**src/verilog/uartRxPkg.sv**
```systemverilog
/* UART receive path shared definitions
   APB register map, status bit positions, self-test pattern and FSM states */
package uartRxPkg;

        ////////////////////////////////////////
        // APB register offsets
        localparam logic [11:0] ADDR_DATA   = 12'h000;      // Head of receive FIFO
        localparam logic [11:0] ADDR_STATUS = 12'h004;      // Flags and self-test result
        localparam logic [11:0] ADDR_CTRL   = 12'h008;      // Bit 0 starts self-test

        // Status word bit positions
        localparam int ST_EMPTY    = 0;
        localparam int ST_HALF     = 1;
        localparam int ST_FULL     = 2;
        localparam int ST_OVF      = 3;
        localparam int ST_FRAMEERR = 4;         // Sticky, cleared by STATUS read
        localparam int ST_BISTBUSY = 5;
        localparam int ST_BISTPASS = 6;
        localparam int ST_BISTDONE = 7;

        ////////////////////////////////////////
        // Self-test pattern, alternating and nibble edges
        localparam int BIST_LEN = 4;
        localparam logic [7:0] BIST_PATTERN [BIST_LEN] = '{8'h55, 8'hAA, 8'h0F, 8'hF0};

        typedef enum logic [1:0] {RX_IDLE, RX_START, RX_DATA, RX_STOP} rxState_t;
        typedef enum logic [1:0] {BIST_IDLE, BIST_SEND, BIST_WAIT, BIST_DONE} bistState_t;

endpackage

```
**src/verilog/fifoPortIf.sv**
```systemverilog
/* FIFO read and status port
   Joins the receive FIFO head and flags to the register block */
`timescale 1ns/1ps
interface fifoPortIf #(
        parameter int dataBits = 8
);
        logic [dataBits-1:0] rdData;    // Head entry, combinational
        logic pop;                      // Removes the head at the clock edge
        logic empty;
        logic halfFull;
        logic full;
        logic overflow;                 // Push dropped since last pop

        modport fifo (output rdData, empty, halfFull, full, overflow, input pop);
        modport regs (input rdData, empty, halfFull, full, overflow, output pop);

endinterface

```
**src/verilog/uartRx.sv**
```systemverilog
/* UART serial receiver
   Synchronizes the line, samples mid-bit LSB first, flags bad stop bits */
`timescale 1ns/1ps
module uartRx #(
        parameter int dataBits = 8,
        parameter int clksPerBit = 16
) (
        input logic clk,
        input logic rst,
        input logic rxIn,
        output logic [dataBits-1:0] rxData,
        output logic rxValid,
        output logic frameErr
);
        import uartRxPkg::*;

        localparam int cntW = $clog2(clksPerBit);
        localparam int idxW = $clog2(dataBits);

        logic [1:0] rxSync;             // Two-flop synchronizer
        logic rxLast;                   // Previous synchronized level
        logic rxBit;
        logic bitEnd;                   // Last clock of a bit period
        logic [cntW-1:0] clkCnt;
        logic [idxW-1:0] bitIdx;
        logic [dataBits-1:0] shiftReg;
        rxState_t state;

        assign rxBit = rxSync[1];
        assign rxData = shiftReg;
        assign bitEnd = (clkCnt == cntW'(clksPerBit - 1));

        always_ff @(posedge clk or posedge rst) begin
                if (rst) begin
                        rxSync <= 2'b11;                // Line idles high
                        rxLast <= 1'b1;
                end else begin
                        rxSync <= {rxSync[0], rxIn};
                        rxLast <= rxBit;
                end
        end

        ////////////////////////////////////////
        // Frame FSM
        always_ff @(posedge clk or posedge rst) begin
                if (rst) begin
                        state <= RX_IDLE;
                        clkCnt <= '0;
                        bitIdx <= '0;
                        rxValid <= 1'b0;
                        frameErr <= 1'b0;
                end else begin
                        rxValid <= 1'b0;                // One-cycle pulses
                        frameErr <= 1'b0;
                        clkCnt <= clkCnt + 1'b1;
                        case (state)
                        RX_IDLE: begin
                                clkCnt <= '0;
                                if (rxLast && !rxBit)
                                        state <= RX_START;      // Falling edge of start bit
                        end
                        RX_START: if (clkCnt == cntW'(clksPerBit / 2 - 1)) begin
                                clkCnt <= '0;
                                bitIdx <= '0;
                                // High again at mid start bit is a glitch
                                state <= rxBit ? RX_IDLE : RX_DATA;
                        end
                        RX_DATA: if (bitEnd) begin
                                clkCnt <= '0;
                                bitIdx <= bitIdx + 1'b1;
                                if (bitIdx == idxW'(dataBits - 1))
                                        state <= RX_STOP;
                        end
                        RX_STOP: if (bitEnd) begin
                                clkCnt <= '0;
                                rxValid <= rxBit;               // Good stop bit
                                frameErr <= !rxBit;             // Byte is discarded
                                state <= RX_IDLE;
                        end
                        endcase
                end
        end

        // Data shift register, LSB arrives first
        always_ff @(posedge clk) begin
                if (state == RX_DATA && bitEnd)
                        shiftReg <= {rxBit, shiftReg[dataBits-1:1]};
        end

endmodule

```
**src/verilog/rxFifo.sv**
```systemverilog
/* Receive FIFO
   Circular buffer with empty, half-full, full and overflow flags; frozen in BIST */
`timescale 1ns/1ps
module rxFifo #(
        parameter int dataBits = 8,
        parameter int fifoWidth = 4
) (
        input logic clk,
        input logic rst,
        input logic [dataBits-1:0] pushData,
        input logic push,
        input logic freeze,
        fifoPortIf.fifo port
);
        localparam int depth = 2 ** fifoWidth;

        logic [dataBits-1:0] mem [depth];
        logic [fifoWidth-1:0] wrPtr;
        logic [fifoWidth-1:0] rdPtr;
        logic [fifoWidth:0] count;              // One extra bit to hold depth
        logic [fifoWidth:0] countNext;
        logic doPush;
        logic doPop;
        logic dropped;

        // Pop needs data, push needs room unless a pop frees a slot
        assign doPop = port.pop && !freeze && (count != '0);
        assign doPush = push && !freeze && ((count != (fifoWidth + 1)'(depth)) || doPop);
        assign dropped = push && !freeze && !doPush;
        assign countNext = count + (fifoWidth + 1)'(doPush) - (fifoWidth + 1)'(doPop);

        assign port.rdData = mem[rdPtr];        // Head shows through

        ////////////////////////////////////////
        // Pointers, count and registered flags
        always_ff @(posedge clk or posedge rst) begin
                if (rst) begin
                        wrPtr <= '0;
                        rdPtr <= '0;
                        count <= '0;
                        port.empty <= 1'b1;
                        port.halfFull <= 1'b0;
                        port.full <= 1'b0;
                        port.overflow <= 1'b0;
                end else if (!freeze) begin     // Everything holds in BIST
                        if (doPush)
                                wrPtr <= wrPtr + 1'b1;
                        if (doPop)
                                rdPtr <= rdPtr + 1'b1;
                        count <= countNext;
                        port.empty <= (countNext == '0);
                        port.halfFull <= (countNext >= (fifoWidth + 1)'(depth / 2));
                        port.full <= (countNext == (fifoWidth + 1)'(depth));
                        if (dropped)
                                port.overflow <= 1'b1;          // Byte lost
                        else if (doPop)
                                port.overflow <= 1'b0;          // Reader caught up
                end
        end

        // Storage
        always_ff @(posedge clk) begin
                if (doPush)
                        mem[wrPtr] <= pushData;
        end

endmodule

```
**src/verilog/fifoBist.sv**
```systemverilog
/* Receive path self-test
   Serializes a fixed byte pattern into the receiver and checks each decoded byte */
`timescale 1ns/1ps
module fifoBist #(
        parameter int clksPerBit = 16
) (
        input logic clk,
        input logic rst,
        input logic start,
        input logic [7:0] rxData,
        input logic rxValid,
        input logic frameErr,
        output logic txd,
        output logic active,
        output logic done,
        output logic pass
);
        import uartRxPkg::*;

        localparam int cntW = $clog2(clksPerBit);
        localparam int idxW = $clog2(BIST_LEN);
        localparam int timeout = 20 * clksPerBit;       // Two frame times
        localparam int tmrW = $clog2(timeout + 1);

        bistState_t state;
        logic [cntW-1:0] clkCnt;
        logic [3:0] bitCnt;             // Start, 8 data, stop
        logic [idxW-1:0] byteIdx;
        logic [tmrW-1:0] timer;
        logic got;                      // Receiver answered for this byte
        logic [9:0] frame;

        assign frame = {1'b1, BIST_PATTERN[byteIdx], 1'b0};
        assign txd = (state == BIST_SEND) ? frame[bitCnt] : 1'b1;       // Idle high

        always_ff @(posedge clk or posedge rst) begin
                if (rst) begin
                        state <= BIST_IDLE;
                        active <= 1'b0;
                        done <= 1'b0;
                        pass <= 1'b0;
                        clkCnt <= '0;
                        bitCnt <= '0;
                        byteIdx <= '0;
                        timer <= '0;
                        got <= 1'b0;
                end else begin
                        case (state)
                        BIST_IDLE, BIST_DONE: if (start) begin
                                state <= BIST_SEND;
                                active <= 1'b1;
                                done <= 1'b0;
                                pass <= 1'b1;           // Cleared by any failure
                                clkCnt <= '0;
                                bitCnt <= '0;
                                byteIdx <= '0;
                                got <= 1'b0;
                        end
                        BIST_SEND: begin
                                clkCnt <= clkCnt + 1'b1;
                                if (clkCnt == cntW'(clksPerBit - 1)) begin
                                        clkCnt <= '0;
                                        bitCnt <= bitCnt + 1'b1;
                                        if (bitCnt == 4'd9) begin       // Stop bit sent
                                                state <= BIST_WAIT;
                                                timer <= '0;
                                        end
                                end
                        end
                        BIST_WAIT: begin
                                timer <= timer + 1'b1;
                                if (got || timer == tmrW'(timeout)) begin
                                        if (!got)
                                                pass <= 1'b0;           // Timed out
                                        got <= 1'b0;
                                        bitCnt <= '0;
                                        byteIdx <= byteIdx + 1'b1;
                                        state <= BIST_SEND;
                                        if (byteIdx == idxW'(BIST_LEN - 1)) begin
                                                state <= BIST_DONE;
                                                active <= 1'b0;
                                                done <= 1'b1;
                                        end
                                end
                        end
                        endcase
                        // Decoded byte usually lands during our own stop bit
                        if (active && (rxValid || frameErr)) begin
                                got <= 1'b1;
                                if (frameErr || rxData != BIST_PATTERN[byteIdx])
                                        pass <= 1'b0;
                        end
                end
        end

endmodule

```
**src/verilog/apbRegs.sv**
```systemverilog
/* APB register block
   DATA pops the receive FIFO, STATUS reports flags, CTRL starts self-test */
`timescale 1ns/1ps
module apbRegs #(
        parameter int dataBits = 8
) (
        input logic clk,
        input logic rst,
        input logic psel,
        input logic penable,
        input logic pwrite,
        input logic [11:0] paddr,
        input logic [31:0] pwdata,
        output logic [31:0] prdata,
        output logic pready,
        output logic pslverr,
        fifoPortIf.regs port,
        input logic frameErr,
        input logic bistActive,
        input logic bistDone,
        input logic bistPass,
        output logic bistStart
);
        import uartRxPkg::*;

        logic access;                   // APB access phase
        logic rdAccess;
        logic mapped;
        logic frameErrSticky;
        logic [dataBits-1:0] headData;
        logic [7:0] status;

        assign access = psel && penable;
        assign rdAccess = access && !pwrite;
        assign mapped = paddr inside {ADDR_DATA, ADDR_STATUS, ADDR_CTRL};
        assign pready = 1'b1;                           // No wait states
        assign pslverr = access && !mapped;
        assign headData = port.empty ? '0 : port.rdData;        // Empty reads 0
        assign port.pop = rdAccess && (paddr == ADDR_DATA) && !port.empty;
        assign bistStart = access && pwrite && (paddr == ADDR_CTRL) && pwdata[0]
                           && !bistActive;

        ////////////////////////////////////////
        // Read path
        always_comb begin
                status = '0;
                status[ST_EMPTY] = port.empty;
                status[ST_HALF] = port.halfFull;
                status[ST_FULL] = port.full;
                status[ST_OVF] = port.overflow;
                status[ST_FRAMEERR] = frameErrSticky;
                status[ST_BISTBUSY] = bistActive;
                status[ST_BISTPASS] = bistPass;
                status[ST_BISTDONE] = bistDone;
        end

        always_comb begin
                prdata = '0;
                if (rdAccess) begin
                        case (paddr)
                        ADDR_DATA:   prdata = 32'(headData);
                        ADDR_STATUS: prdata = 32'(status);
                        ADDR_CTRL:   prdata = 32'(bistActive);
                        default:     prdata = '0;
                        endcase
                end
        end

        // Sticky frame error, a new error wins over the clearing read
        always_ff @(posedge clk or posedge rst) begin
                if (rst)
                        frameErrSticky <= 1'b0;
                else if (frameErr && !bistActive)       // Self-test frames not reported
                        frameErrSticky <= 1'b1;
                else if (rdAccess && paddr == ADDR_STATUS)
                        frameErrSticky <= 1'b0;
        end

endmodule

```
**src/verilog/uartRxTop.sv**
```systemverilog
/* UART receive path top level
   Receiver, self-test input mux, receive FIFO, self-test engine and APB registers */
`timescale 1ns/1ps
module uartRxTop #(
        parameter int dataBits = 8,
        parameter int fifoWidth = 4,
        parameter int clksPerBit = 16
) (
        input logic clk,
        input logic rst,
        input logic rxd,
        input logic psel,
        input logic penable,
        input logic pwrite,
        input logic [11:0] paddr,
        input logic [31:0] pwdata,
        output logic [31:0] prdata,
        output logic pready,
        output logic pslverr
);
        logic rxIn;
        logic [dataBits-1:0] rxData;
        logic rxValid;
        logic frameErr;
        logic bistTxd;
        logic bistActive;
        logic bistDone;
        logic bistPass;
        logic bistStart;

        fifoPortIf #(.dataBits(dataBits)) fifoPort ();

        assign rxIn = bistActive ? bistTxd : rxd;       // Loop back pattern in self-test

        uartRx #(.dataBits(dataBits), .clksPerBit(clksPerBit)) uartRx_inst (
                .clk(clk), .rst(rst), .rxIn(rxIn),
                .rxData(rxData), .rxValid(rxValid), .frameErr(frameErr));

        rxFifo #(.dataBits(dataBits), .fifoWidth(fifoWidth)) rxFifo_inst (
                .clk(clk), .rst(rst), .pushData(rxData), .push(rxValid),
                .freeze(bistActive), .port(fifoPort.fifo));

        fifoBist #(.clksPerBit(clksPerBit)) fifoBist_inst (
                .clk(clk), .rst(rst), .start(bistStart), .rxData(rxData),
                .rxValid(rxValid), .frameErr(frameErr), .txd(bistTxd),
                .active(bistActive), .done(bistDone), .pass(bistPass));

        apbRegs #(.dataBits(dataBits)) apbRegs_inst (
                .clk(clk), .rst(rst), .psel(psel), .penable(penable), .pwrite(pwrite),
                .paddr(paddr), .pwdata(pwdata), .prdata(prdata), .pready(pready),
                .pslverr(pslverr), .port(fifoPort.regs), .frameErr(frameErr),
                .bistActive(bistActive), .bistDone(bistDone), .bistPass(bistPass),
                .bistStart(bistStart));

endmodule

```
**config.mk**
```make
export PLATFORM = sky130hd
export DESIGN_NAME = uartRxTop
export DESIGN_NICKNAME = d
export VERILOG_FILES = /design/src/verilog/uartRxPkg.sv /design/src/verilog/fifoPortIf.sv /design/src/verilog/uartRx.sv /design/src/verilog/rxFifo.sv /design/src/verilog/fifoBist.sv /design/src/verilog/apbRegs.sv /design/src/verilog/uartRxTop.sv
export SDC_FILE = /design/constraint.sdc
export NUM_CORES = 1
export LEC_CHECK = 0
export ABC_CLOCK_PERIOD_IN_PS = 9000
export BUFFER_PORTS_ARGS = -buffer_cell sky130_fd_sc_hd__buf_2
export CAP_MARGIN = 30
export CORE_AREA = 2 2 138 140
export DETAILED_ROUTE_END_ITERATION = 6
export DIE_AREA = 0 0 140 142
export HOLD_SLACK_MARGIN = 0.15
export PLACE_DENSITY = 0.69
export SLEW_MARGIN = 10
export SYNTH_ARGS = -nofsm -noshare
export SYNTH_HDL_FRONTEND = slang
export SYNTH_HIERARCHICAL = 1
export SYNTH_SLANG_ARGS = --single-unit
```
**constraint.sdc**
```tcl
create_clock -name clk -period 9 [get_ports clk]
set_input_delay 0 -clock clk [delete_from_list [all_inputs] [get_ports clk]]
set_output_delay 0 -clock clk [all_outputs]
set_load 0.01 [all_outputs]
```
==> flow_summary.toml <==
[timing]
setup_viol = 0
worst_pin_slew_ns = 0.865
fin_ws_ns = 4.67
fin_crit_sh_pct = 48.1
rsz0062_at_grt = "false"
hold_viol = 0
fmax_mhz = 231
slew_headroom_pct = 42.1
fin_crit_ns = 4.33
fin_setup_tns_ns = 0
skew_ns = 0.00965
slew_violations = 0
holdWs_ns = 0.181

[yosys]
yosysSeqAreaShare_pct = 60.5
synth_cell_types = 79
yosysWarnings = 6
avgSynthCellArea_um2 = 14.8
async_reset_ff_share_pct = 29.5
ys_ff_latch = 193
synth_flop_cell = "edfxtp_1"
synth_cells = 616
syn_area_mm2 = 0.00911
synth-edff-count = 136

[setup_path]
cp_slowest_stage_delay_ns = 0.65
cp.buffers_inverters = 4
cp_top_family = "simple AND/OR/NAND/NOR gates"
cpMaxStageDelayCell = "nor3b_1"
cp.required_ns = 9.32
critPathKind = "in -> reg"
worstPathCellList = "dlygate4sd3_1, buf_2, nor4_4, dlygate4sd3_1, nand4_2, nor3_2, nor3b_1, nand2b_1, o21ai_0, ha_1, inv_1, fa_1, nand2b_1, a21oi_1, xnor2_1, xor2_1, o41ai_1"
setup.worst_path.end_class = "flop"
critical_path_peak_fanout = 8
r2r_slack_ns = 5.47
cp_data_arrival_time_ns = 4.65
critPathLaunchType = "primary input"

[layout]
nFillCells = 1427
antenna_cells = 0
instances_no_fill = 898
area_growth_syn_to_layout_pct = 10.2
final_common_cell = "edfxtp_1"
final_area_mm2 = 0.0100
drive_above_1_share_pct = 15.1
nets = 726
final_cell_mix = "136 x edfxtp_1, 53 x dfrtp_1, 40 x nor2_1"

[pwr]
p_leak_nw = 3.71
ir_drop_uv = 142
power_density_mw_per_mm2 = 189

[outcome]
status = "complete, but fails checks"
violations = "DRC"

[die]
die_y_um = 142
core-area_mm2 = 0.0185
io_pins = 84
initial_core_util_pct = 49.4
die_w_um = 140
die-area_mm2 = 0.0199
rows = 50

[clock_tree]
cts_root_buffer = "clkbuf_16"
hold_buffers = 11
h-tree-depth = 4
cts_buffers = 17
postCtsResizedCells = 0
clk_path_buf_depth = 2
clock-sinks = 193
cts_tree = "yes"
cts_setup_buffers = 0
clk_pin_slew_ns = 0.07
clk_latency_ns = 0.43

[placed_design]
post-place-ws_ns = 5.19
place_congestion = 0.842
dpl.hpwl_um = 12100
place_area_mm2 = 0.00931
dpl.cell_count = 853
numPortBuffers = 27

[detailed_routing]
drc_errors = 13
via_count = 5337
dr.pass1.iters = 7
wl_per_cell_um = 20.7
ant_nets = 0
vias_per_cell = 5.94
drt_iter0_drc = 495
routed_wl_um = 18600

[grt]
grt_pass1_vias = 5318
grt_overflow_total = 0
grt_max_degree = 36
grt_antenna_before_repair = 0
grt_pass1_wl_um = 29200
track_usage_pct = 19.4

[worst_hold_path]
hp-class = "in -> reg"

[job]
max_cap_viol_count = 0
-- cells by family (layout without fill, tap and decap cells) --
logic type | count (synthesis) | in the layout | synth area share, %
AO/OA/AOI/OAI | 95 | 95 | 7.43
adder cells (fa/ha/maj) | 25 | 25 | 3.52
other | 2 | 25 | 0.0824
flip-flops | 193 | 193 | 60.5
AND/OR/NAND/NOR | 162 | 162 | 10.2
buffers and inverters | 80 | 105 | 5.09
XOR/XNOR | 12 | 12 | 1.15
multiplexers | 47 | 47 | 12.0
-- area by class of cell --
type / count / area, um2 / area share [%]
clock inverters: 15 / 158 / 1.57
well taps: 234 / 293 / 2.92
clock buffers: 17 / 425 / 4.24
flip-flops and latches: 193 / 5520 / 54.9
multi-input cells: 366 / 3220 / 32.1
inverters: 27 / 101 / 1.01
repair buffers: 46 / 328 / 3.27
-- Yosys cell counts (all sizes together), types with 6 or more instances --
cell type | count | share of area [%]
o31ai | 11 | 0.91
edfxtp | 136 | 45
clkbuf | 12 | 0.49
nand3 | 17 | 0.99
ha | 24 | 3.3
nand2 | 35 | 1.4
dfrtp | 53 | 15
o21ai | 16 | 0.88
nor4 | 8 | 0.95
a21oi | 22 | 1.2
and3 | 6 | 0.47
a22oi | 6 | 0.49
nor3 | 11 | 0.66
nand2b | 8 | 0.55
mux4 | 40 | 11
nor2 | 40 | 1.6
inv | 27 | 1.1
xnor2 | 7 | 0.67
buf | 41 | 3.5
-- power by group --
part | internal [W] | switching, W | total, W | leakage [nW]
combinational | 0.0000673 | 0.0000806 | 0.000148 | 1.50
clock | 0.000414 | 0.000332 | 0.000745 | 0.281
sequential | 0.000969 | 0.0000395 | 0.00101 | 1.93
total | 0.00145 | 0.000452 | 0.00190 | 3.71
-- routing by layer --
layer	track usage (%)	wire, um	vias to the layer above
li1	-	-	2406
met1	25.6	8100	2758
met4	4.04	158	0
met3	3.94	816	14
met5	0	0	-
met2	33.8	9510	159
-- final timing paths --
check	startpoint	to	depth (start not counted)
max	paddr[4]	rxFifo_inst/port.full	17
min	paddr[8]	rxFifo_inst/port.overflow	5
max reg2reg	rxFifo_inst/count[2]	rxFifo_inst/port.full	14
min reg2reg	uartRx_inst/rxSync[0]	uartRx_inst/rxSync[1]	0
max in group asynchronous	rst	rxFifo_inst/rdPtr[2]	4
min in group asynchronous	rst	fifoBist_inst/bitCnt[1]	4
-- per-stage QoR --
step | total power [W] | utilization [%]
floorplan | 0.00115 | -
global placement | 0.00116 | 50.4
detailed placement | 0.00117 | 50.4
CTS | 0.00192 | 54.2
global route | 0.00198 | 54.4
finish | 0.00190 | 54.4
-- state kept, by name, summed over array words and instances (netlist names), 2 cells and up, named ones only --
signal / count
uartRx_inst/bitIdx: 3
rxFifo_inst/mem: 128
fifoBist_inst/byteIdx: 2
uartRx_inst/rxData: 8
uartRx_inst/clkCnt: 4
fifoBist_inst/bitCnt: 4
fifoBist_inst/state: 2
rxFifo_inst/wrPtr: 4
rxFifo_inst/rdPtr: 4
fifoBist_inst/timer: 9
uartRx_inst/rxSync: 2
rxFifo_inst/count: 5
fifoBist_inst/clkCnt: 4
-- worst register-to-register path, stage by stage, from the launching register on --
cell      delay, ns
dfrtp_1        0.37
inv_1          0.08
ha_1           0.22
nor4b_1        0.16
nor3b_1        0.62
nand2b_1       0.21
o21ai_0        0.15
ha_1           0.21
inv_1          0.05
fa_1           0.39
nand2b_1       0.16
a21oi_1        0.16
xnor2_1        0.18
xor2_1         0.16
o41ai_1        0.32
(Power assumes the default switching activity.)
